File: config.mk
export PLATFORM = sky130hd
export DESIGN_NAME = rvdec_top
export DESIGN_NICKNAME = d
export VERILOG_FILES = /design/src/hw/rvdec_pkg.sv /design/src/hw/rvdec_instr_if.sv /design/src/hw/rvdec_fetch.sv /design/src/hw/rvdec_ctrl_decode.sv /design/src/hw/rvdec_imm_decode.sv /design/src/hw/rvdec_top.sv
export VERILOG_INCLUDE_DIRS = /design/src /design/src/hw
export SDC_FILE = /design/constraint.sdc
export NUM_CORES = 1
export LEC_CHECK = 0
export ABC_AREA = 1
export ABC_CLOCK_PERIOD_IN_PS = 1570
export BUFFER_PORTS_ARGS = -buffer_cell sky130_fd_sc_hd__buf_2
export CORE_UTILIZATION = 40
export DETAILED_ROUTE_END_ITERATION = 6
export PLACE_DENSITY = 0.71
export SLEW_MARGIN = 20
export SYNTH_ARGS = -nofsm -noshare
export SYNTH_HDL_FRONTEND = slang
export SYNTH_SLANG_ARGS = --single-unit
File: constraint.sdc
create_clock -name i_clk -period 1.57 [get_ports i_clk]
set_input_delay 0.314 -clock i_clk [delete_from_list [all_inputs] [get_ports i_clk]]
set_output_delay 0.314 -clock i_clk [all_outputs]
set_load 0.01 [all_outputs]
File: src/hw/rvdec_macros.svh
`ifndef RVDEC_MACROS_SVH
`define RVDEC_MACROS_SVH

// first fetch address out of reset
`define RVDEC_RESET_PC 32'h0000_0000

// instruction bus address width
`define RVDEC_ADR_W 32

// multiply/divide detect off unless asked for
`define RVDEC_MDU_DEFAULT 1'b0

`endif

File: src/hw/rvdec_pkg.sv
`default_nettype none

package rvdec_pkg;

   // one instruction or address word
   typedef logic [31:0] word_t;

   // opcode bits 6:2, low two bits are always 11 for rv32i
   typedef logic [4:0] opcode_t;

   // funct3 field, instruction bits 14:12
   typedef logic [2:0] funct3_t;

   // instruction fetch bus cycle states
   // idle: no cycle, pc settles
   // bus: cyc/stb out, waiting for ack
   // hold: word captured, offered to decoders
   typedef enum logic [1:0] {
      IDLE = 2'd0,
      BUS  = 2'd1,
      HOLD = 2'd2
   } fetch_state_t;

endpackage

`default_nettype wire

File: src/hw/rvdec_instr_if.sv
`timescale 1ns/1ps
`default_nettype none

interface rvdec_instr_if;
   import rvdec_pkg::*;

   // handshake
   logic    valid;
   logic    ready;
   // fields for the control decoder
   opcode_t opcode;
   funct3_t funct3;
   logic    imm30;
   logic    imm25;
   logic    op20;
   logic    op21;
   logic    op22;
   logic    op26;
   // whole word, immediate decoder picks its bits
   word_t   word;

   // ready comes from the output stage at the top
   modport fetch (output valid, opcode, funct3, imm30, imm25, op20, op21, op22, op26,
                  output word, input ready);
   modport ctrl (input opcode, funct3, imm30, imm25, op20, op21, op22, op26);
   modport imm (input opcode, word);

endinterface

`default_nettype wire

File: src/hw/rvdec_fetch.sv
`timescale 1ns/1ps
`default_nettype none

`include "rvdec_macros.svh"

module rvdec_fetch (
   input  wire                     i_clk,
   input  wire                     i_rst_n,
   // redirect
   input  wire                     i_pc_load,
   input  wire  rvdec_pkg::word_t  i_pc_target,
   // wishbone classic master, read only
   output logic                    o_ibus_cyc,
   output logic                    o_ibus_stb,
   output rvdec_pkg::word_t        o_ibus_adr,
   input  wire  rvdec_pkg::word_t  i_ibus_dat,
   input  wire                     i_ibus_ack,
   // to the decoders
   rvdec_instr_if.fetch            instr
);
   import rvdec_pkg::*;

   fetch_state_t state_q;
   fetch_state_t state_d;
   word_t        pc_q;
   word_t        word_q;
   logic         xfer;

   // word taken by the decoders this cycle
   assign xfer = instr.valid & instr.ready;

   always_comb begin
      state_d = state_q;
      case (state_q)
         IDLE: begin
            state_d = BUS;
         end
         BUS: begin
            if (i_ibus_ack) begin
               state_d = HOLD;
            end
         end
         HOLD: begin
            if (xfer) begin
               state_d = IDLE;
            end
         end
         default: begin
            state_d = IDLE;
         end
      endcase
      // redirect aborts a cycle in flight and drops a held word
      if (i_pc_load) begin
         state_d = IDLE;
      end
   end

   always_ff @(posedge i_clk or negedge i_rst_n) begin
      if (!i_rst_n) begin
         state_q <= IDLE;
         pc_q    <= `RVDEC_RESET_PC;
      end else begin
         state_q <= state_d;
         // redirect wins over the sequential step
         if (i_pc_load) begin
            pc_q <= i_pc_target;
         end else if (xfer) begin
            pc_q <= pc_q + 32'd4;
         end
      end
   end

   // word register, loaded on the ack beat
   always_ff @(posedge i_clk) begin
      if ((state_q == BUS) && i_ibus_ack) begin
         word_q <= i_ibus_dat;
      end
   end

   // cyc and stb rise and fall together
   assign o_ibus_cyc = (state_q == BUS);
   assign o_ibus_stb = (state_q == BUS);
   assign o_ibus_adr = pc_q;

   // held word never offered in the redirect cycle
   assign instr.valid  = (state_q == HOLD) & ~i_pc_load;
   assign instr.opcode = word_q[6:2];
   assign instr.funct3 = word_q[14:12];
   assign instr.imm30  = word_q[30];
   assign instr.imm25  = word_q[25];
   assign instr.op20   = word_q[20];
   assign instr.op21   = word_q[21];
   assign instr.op22   = word_q[22];
   assign instr.op26   = word_q[26];
   assign instr.word   = word_q;

   // stb stays up inside its cycle until ack or an abort
   a_stb_in_cyc: assert property (@(posedge i_clk) disable iff (!i_rst_n)
      o_ibus_stb && !i_ibus_ack && !i_pc_load |=> o_ibus_stb && o_ibus_cyc);

   // address frozen while the slave stalls, unless the cycle is aborted
   a_adr_hold: assert property (@(posedge i_clk) disable iff (!i_rst_n)
      o_ibus_stb && !i_ibus_ack |=> !o_ibus_stb || $stable(o_ibus_adr));

   // single beat per cycle, cyc drops right after ack
   a_cyc_end: assert property (@(posedge i_clk) disable iff (!i_rst_n)
      o_ibus_stb && i_ibus_ack |=> !o_ibus_cyc);

endmodule

`default_nettype wire

File: src/hw/rvdec_ctrl_decode.sv
`timescale 1ns/1ps
`default_nettype none

`include "rvdec_macros.svh"

module rvdec_ctrl_decode #(
   parameter bit MDU = `RVDEC_MDU_DEFAULT
) (
   input  wire          i_clk,
   input  wire          i_rst_n,
   rvdec_instr_if.ctrl  instr,
   // transfer strobe from the top
   input  wire          i_load,
   output logic         o_branch_op,
   output logic         o_cond_branch,
   output logic         o_slt_or_branch,
   output logic         o_op_b_source,
   output logic         o_rd_mem_en,
   output logic         o_mem_cmd,
   output logic         o_ctrl_utype,
   output logic         o_shift_op,
   output logic         o_sh_right,
   output logic         o_two_stage_op,
   output logic         o_rd_op,
   output logic         o_e_op,
   output logic         o_ebreak,
   output logic         o_ctrl_mret,
   output logic         o_mdu_op
);
   import rvdec_pkg::*;

   localparam opcode_t OPC_OP = 5'b01100;

   opcode_t op;
   funct3_t f3;
   logic    mdu_word;
   logic    sys_priv;

   // short names for the equations below
   assign op = instr.opcode;
   assign f3 = instr.funct3;

   // funct7 = 0000001 on an op word
   assign mdu_word = (op == OPC_OP) & instr.imm25 & ~instr.imm30;

   // ecall/ebreak/mret group, funct3 zero
   // bits 22 and 26 set means wfi or another privileged word, not ours
   assign sys_priv = op[4] & op[2] & ~(|f3) & ~instr.op22 & ~instr.op26;

   always_ff @(posedge i_clk or negedge i_rst_n) begin
      if (!i_rst_n) begin
         o_branch_op     <= 1'b0;
         o_cond_branch   <= 1'b0;
         o_slt_or_branch <= 1'b0;
         o_op_b_source   <= 1'b0;
         o_rd_mem_en     <= 1'b0;
         o_mem_cmd       <= 1'b0;
         o_ctrl_utype    <= 1'b0;
         o_shift_op      <= 1'b0;
         o_sh_right      <= 1'b0;
         o_two_stage_op  <= 1'b0;
         o_rd_op         <= 1'b0;
         o_e_op          <= 1'b0;
         o_ebreak        <= 1'b0;
         o_ctrl_mret     <= 1'b0;
         o_mdu_op        <= 1'b0;
      end else if (i_load) begin
         // jal, jalr, branches; system has op[2] set and stays out
         o_branch_op     <= op[4] & ~op[2];
         // branches only, jumps have op[0] set
         o_cond_branch   <= op[4] & ~op[2] & ~op[0];
         o_slt_or_branch <= op[4] | (f3[1] & op[2] & ~f3[2]);
         o_op_b_source   <= op[4] | (op[3] & ~op[0]);
         // loads
         o_rd_mem_en     <= ~op[4] & ~op[3] & ~op[2] & ~op[0];
         // stores
         o_mem_cmd       <= ~op[4] & op[3] & ~op[2];
         // lui and auipc
         o_ctrl_utype    <= ~op[4] & op[2] & op[0];
         // sll/srl/sra in op and op-imm, multiply words excluded
         o_shift_op      <= ~op[4] & op[2] & ~op[0] & f3[0] & ~f3[1] & ~(MDU & mdu_word);
         o_sh_right      <= (f3[2] & op[2]) | (op[4] & ~f3[1]) |
                            (~f3[0] & ~f3[2]) | (~f3[2] & ~op[2]);
         o_two_stage_op  <= ~op[2] | (f3[0] & ~f3[1] & ~op[0]) |
                            (f3[1] & ~f3[2] & ~op[0]);
         // everything except branches and stores writes rd
         o_rd_op         <= op[0] | op[2] | ~op[3];
         // ecall and ebreak, bit 21 tells mret apart
         o_e_op          <= sys_priv & ~instr.op21;
         o_ebreak        <= instr.op20;
         o_ctrl_mret     <= sys_priv & instr.op21;
         o_mdu_op        <= MDU & mdu_word;
      end
   end

endmodule

`default_nettype wire

File: src/hw/rvdec_imm_decode.sv
`timescale 1ns/1ps
`default_nettype none

module rvdec_imm_decode (
   input  wire          i_clk,
   input  wire          i_rst_n,
   rvdec_instr_if.imm   instr,
   input  wire          i_load,
   output rvdec_pkg::word_t o_imm,
   // output handshake
   output logic         o_dec_valid,
   input  wire          i_dec_ready
);
   import rvdec_pkg::*;

   localparam opcode_t OPC_LUI    = 5'b01101;
   localparam opcode_t OPC_AUIPC  = 5'b00101;
   localparam opcode_t OPC_JAL    = 5'b11011;
   localparam opcode_t OPC_BRANCH = 5'b11000;
   localparam opcode_t OPC_STORE  = 5'b01000;

   word_t w;
   word_t imm_d;

   assign w = instr.word;

   // format from opcode, sign always from bit 31
   always_comb begin
      case (instr.opcode)
         OPC_LUI, OPC_AUIPC: imm_d = {w[31:12], 12'b0};
         OPC_JAL:            imm_d = {{12{w[31]}}, w[19:12], w[20], w[30:21], 1'b0};
         OPC_BRANCH:         imm_d = {{20{w[31]}}, w[7], w[30:25], w[11:8], 1'b0};
         OPC_STORE:          imm_d = {{21{w[31]}}, w[30:25], w[11:7]};
         // i-type: jalr, loads, op-imm, system
         default:            imm_d = {{21{w[31]}}, w[30:20]};
      endcase
   end

   always_ff @(posedge i_clk) begin
      if (i_load) begin
         o_imm <= imm_d;
      end
   end

   // set on load, cleared when drained with nothing new behind it
   always_ff @(posedge i_clk or negedge i_rst_n) begin
      if (!i_rst_n) begin
         o_dec_valid <= 1'b0;
      end else if (i_load) begin
         o_dec_valid <= 1'b1;
      end else if (i_dec_ready) begin
         o_dec_valid <= 1'b0;
      end
   end

   // stalled output keeps its immediate, relies on the top gating i_load
   a_imm_stable: assert property (@(posedge i_clk) disable iff (!i_rst_n)
      o_dec_valid && !i_dec_ready |=> o_dec_valid && $stable(o_imm));

endmodule

`default_nettype wire

File: src/hw/rvdec_top.sv
`timescale 1ns/1ps
`default_nettype none

`include "rvdec_macros.svh"

module rvdec_top #(
   parameter bit MDU = `RVDEC_MDU_DEFAULT
) (
   input  wire                     i_clk,
   input  wire                     i_rst_n,
   // instruction bus
   output logic                    o_ibus_cyc,
   output logic                    o_ibus_stb,
   output logic [`RVDEC_ADR_W-1:0] o_ibus_adr,
   input  wire  rvdec_pkg::word_t  i_ibus_dat,
   input  wire                     i_ibus_ack,
   // redirect
   input  wire                     i_pc_load,
   input  wire  rvdec_pkg::word_t  i_pc_target,
   // decoded instruction out
   output logic                    o_dec_valid,
   input  wire                     i_dec_ready,
   output logic                    o_branch_op,
   output logic                    o_cond_branch,
   output logic                    o_slt_or_branch,
   output logic                    o_op_b_source,
   output logic                    o_rd_mem_en,
   output logic                    o_mem_cmd,
   output logic                    o_ctrl_utype,
   output logic                    o_shift_op,
   output logic                    o_sh_right,
   output logic                    o_two_stage_op,
   output logic                    o_rd_op,
   output logic                    o_e_op,
   output logic                    o_ebreak,
   output logic                    o_ctrl_mret,
   output logic                    o_mdu_op,
   output rvdec_pkg::word_t        o_imm
);

   rvdec_instr_if u_instr ();

   logic dec_load;

   // output stage free when empty or draining this cycle
   assign u_instr.ready = ~o_dec_valid | i_dec_ready;
   // both decoders load on the same transfer
   assign dec_load      = u_instr.valid & u_instr.ready;

   rvdec_fetch u_fetch (
      .i_clk       (i_clk),
      .i_rst_n     (i_rst_n),
      .i_pc_load   (i_pc_load),
      .i_pc_target (i_pc_target),
      .o_ibus_cyc  (o_ibus_cyc),
      .o_ibus_stb  (o_ibus_stb),
      .o_ibus_adr  (o_ibus_adr),
      .i_ibus_dat  (i_ibus_dat),
      .i_ibus_ack  (i_ibus_ack),
      .instr       (u_instr.fetch)
   );

   rvdec_ctrl_decode #(.MDU(MDU)) u_ctrl (
      .i_clk (i_clk), .i_rst_n (i_rst_n), .instr (u_instr.ctrl), .i_load (dec_load),
      .o_branch_op (o_branch_op), .o_cond_branch (o_cond_branch),
      .o_slt_or_branch (o_slt_or_branch), .o_op_b_source (o_op_b_source),
      .o_rd_mem_en (o_rd_mem_en), .o_mem_cmd (o_mem_cmd), .o_ctrl_utype (o_ctrl_utype),
      .o_shift_op (o_shift_op), .o_sh_right (o_sh_right), .o_two_stage_op (o_two_stage_op),
      .o_rd_op (o_rd_op), .o_e_op (o_e_op), .o_ebreak (o_ebreak),
      .o_ctrl_mret (o_ctrl_mret), .o_mdu_op (o_mdu_op)
   );

   rvdec_imm_decode u_imm (
      .i_clk       (i_clk),
      .i_rst_n     (i_rst_n),
      .instr       (u_instr.imm),
      .i_load      (dec_load),
      .o_imm       (o_imm),
      .o_dec_valid (o_dec_valid),
      .i_dec_ready (i_dec_ready)
   );

endmodule

`default_nettype wire

==> results.md <==
- Post-route clock period utilization: 94.66%
- Drt first pass iters: 5
- Number of cells on the worst hold path: 1
- WHS Endpoint: u_fetch.instr.word[27]$_DFFE_PP_
- Mapped Cells: a little under 600
- Internal: ~0.0049 W
- Sequential share of the synthesized area: 58.90%
- End of the worst register-to-register path: u_imm.o_imm[2]$_DFFE_PP_
- TritonCTS Buffers: 9
- Post-route non-filler standard cell count: between 900 and 1000
- Detail Route Antenna Nets: 0
- Met1 capacity usage during global routing: 23.79%
- Starting density of the core: 41.21%
- Met2 Use GR: 33.49%
- Most instantiated library cell after synthesis: nand2_1
- Mean area per synthesized cell: 8.962 um2
- Area of the die: around 14000 um2
- Final Routed Wirelength: 12800 um
- Final-stage net count: between 800 and 900
- Combinational share of power: 13.4%
- Switching power total: 0.001798 W
- GR Util All Layers: 19.78%
- Pre-CTS setup slack: 18.02 ps
- Most utilized layer in the global route result: met2
- Share of async-settable or async-resettable flops after synthesis: 44.14%
- Startpoint type of the worst setup path: flop
- Yosys top cell area share: 35.51%
- Die boundary height: 116.5 um
- Setup slack, reg-to-reg: roughly 84 ps
- GP Congestion: 0.9471
- Hpwl dp: roughly 9400 um
- Share of layout cells above drive strength 1: 29.16%
- DRC: 0
- Vias in the first global route: 4158
- Clk slew on worst S/H paths: 70 ps
- Root cell of the clock tree: clkbuf_16
- CTS tree: built
- Met3 track utilization from global routing: 5.241%
- PortBufs: 147
- Initial antenna violation count: 2
- Lkg Pwr: 3.111 nW
- Final worst setup slack: between 80 and 90 ps
- Result of the run: finished clean
- Final-report setup violation count: 0
- Worst Path Max Fanout: 6
- Period minus WS final: 1486 ps
- Routed len/inst: 13.76 um
- Seq pwr share: 51.6%
- Worst IR Drop VDD: 0.6820 mV
- Largest cells by area after synthesis: edfxtp_1, dfrtp_1, nand2_1
- Core box area: approximately 13000 um2
- Required time of the worst setup path: between 1500 and 2000 ps
- Via count: 4413
- Worst reg2reg path startpoint: u_fetch.instr.word[4]$_DFFE_PP_
- R2r worst-path depth: 7
- Std cell rows: 41
- Synth-to-layout area growth: 28.35%
- Path class of the lowest-slack min-delay path: input pin to flop
- Routed via count divided by cell count: about 4.7
- Hold Startpoint: i_ibus_dat[27]
- Placed Cells: 912
- Unrepaired setup endpoints after global routing: true
- Overall die width: 116.5 um
- Number of design-rule violations left by the first detailed-router iteration: 256
- Element type at the critical path end: flop
- Final slew viol count: 0
- Net count after synthesis: 655
- Filler cell count in the final layout: 1209
- Post-route worst hold slack: 126.5 ps
- Max-cap violations: 0
- CTS H-tree depth: 3
- Most used flip-flop cell after synthesis: edfxtp_1
- IO Pins: 151
- Post-layout total power: slightly below 0.007 W
- GRT Residual Overflow: 0
- Post-Synthesis Cell Area: 5243 um2
- Cell type with the highest aggregate area in the netlist: edfxtp_1
- Deepest clock path buffer count: 2
- Sw Ratio: a little over a quarter
- Register bit total from synthesis: 111
- Synth cell types: 34
- Power density over cell area: 1001 nW/um2
- Highest clock frequency the design can meet: 0.6729 GHz
- Antenna diodes: 0
- Post-route core utilization: 52.89%
- Power share of the clock group: 35.0%
- Count of yosys warnings during synthesis: 0
- Most used standard cells in the synthesized netlist: nand2_1, edfxtp_1, inv_1
- Final Hold Fails: 0
- Post-synth EDFFs: a little over 60
- Worst-Skew Late Latency: between 300 and 400 ps
- CP Data Arrival Time: 1600 ps
- Worst clock skew: 5.736 ps
- Wire length of the first global-routing pass: 19930 um
- Largest net degree at the start of global routing: 36
- Number of sinks on the clock net: 111
- Classification of the worst setup path: flop to flop
==> critical path, cell delays in order (launching register included) <==
cell	delay (ps)
edfxtp_1	420
inv_1	80
nor3_2	160
nand2_2	190
inv_2	180
o21ai_2	100
nand2_1	70
nand2_1	50
==> what timing repair did <==
action | CTS | global route
buffers inserted | 0 | 1
setup endpoints to repair | 0 | 33
resized for setup | 0 | 21
hold buffers | 1 | 0
hold endpoints to repair | 15 | 0
==> cell usage in the layout, fill, tap and decap left out, types with 2 or more instances in the layout <==
cell type / netlist / layout
nand2_2: 3 / 3
o21bai_1: 8 / 8
xnor2_1: 5 / 5
buf_12: 0 / 4
o211ai_1: 4 / 4
o21ai_0: 38 / 35
nor2_4: 2 / 6
nor3_2: 2 / 2
a21oi_1: 3 / 3
nand2_1: 202 / 201
inv_2: 4 / 3
buf_4: 5 / 20
nor2_1: 46 / 41
clkbuf_16: 0 / 10
clkinv_4: 0 / 2
dfrtp_1: 49 / 46
nand3_1: 56 / 56
edfxtp_1: 62 / 62
nor3_1: 4 / 4
buf_2: 3 / 147
inv_1: 61 / 61
o21ai_1: 1 / 4
nand2_4: 3 / 4
nor2_2: 4 / 5
dfrtp_2: 0 / 3
nand4_1: 2 / 2
==> worst max-delay path by stage <==
| stage | depth (start not counted) | to | slack (ps) | start |
|---|---|---|---|---|
| after floorplan | 5 | u_imm.o_imm[0]$_DFFE_PP_ | 50 | i_pc_load |
| final | 7 | u_imm.o_imm[2]$_DFFE_PP_ | 80 | u_fetch.instr.word[4]$_DFFE_PP_ |
| after detailed placement | 8 | u_fetch.o_ibus_adr[12]$_DFFE_PN0P_ | 20 | u_fetch.o_ibus_adr[2]$_DFFE_PN0P_ |
| after global placement | 4 | u_imm.o_imm[25]$_DFFE_PP_ | 80 | u_fetch.instr.word[6]$_DFFE_PP_ |
| after global routing | 8 | u_fetch.o_ibus_adr[28]$_DFFE_PN0P_ | -70 | u_fetch.o_ibus_adr[2]$_DFFE_PN0P_ |
| after CTS | 8 | u_fetch.o_ibus_adr[20]$_DFFE_PN0P_ | 2 | u_fetch.o_ibus_adr[2]$_DFFE_PN0P_ |
==> cell type report <==
type / instances / area [um2] / area share (%)
repair buffers: 174 / 1012 / 15.04
flip-flops and latches: 111 / 3092 / 45.95
clock buffers: 9 / 225.2 / 3.347
clock inverters: 6 / 82.58 / 1.227
well taps: 172 / 215.2 / 3.198
inverters: 65 / 246.5 / 3.663
multi-input cells: 393 / 1856 / 27.58
==> metrics by stage <==
stage	TNS [ps]	area (um2)
global route	-226.4	6729
detailed placement	0	6312
floorplan	0	5244
CTS	0	6630
global placement	0	6312
finish	0	6729
==> kinds of logic after synthesis <==
family / count (synthesis) / synth area share [%]
compound gates: 57 / 6.158
flops: 111 / 58.90
fa+ha+maj: 1 / 0.2386
xor+xnor: 5 / 0.8353
buf+inv: 81 / 6.802
simple gates: 329 / 26.99
other cells: 1 / 0.07153
==> per-layer routing <==
layer  vias up  wire (um)
met2       148       6213
met5         -         28
met1      2010       5403
met3        19        912
met4         4        242
li1       2232          -
==> state kept, by name (all words and copies together) (netlist names), 2 cells and up <==
register	cells
u_fetch.o_ibus_adr	32
u_imm.o_imm	32
u_fetch.instr.word	30
u_fetch.state_q	2
==> power by group through the flow <==
stage / sequential [W] / combinational (W) / clock, W
global placement: 0.00353 / 0.000879 / 0
detailed placement: 0.00353 / 0.000895 / 0
CTS: 0.00347 / 0.000900 / 0.00241
floorplan: 0.00357 / 0.000402 / 0
finish: 0.00347 / 0.000904 / 0.00236
global route: 0.00350 / 0.00104 / 0.00250
Power figures use the tool's default switching activity.
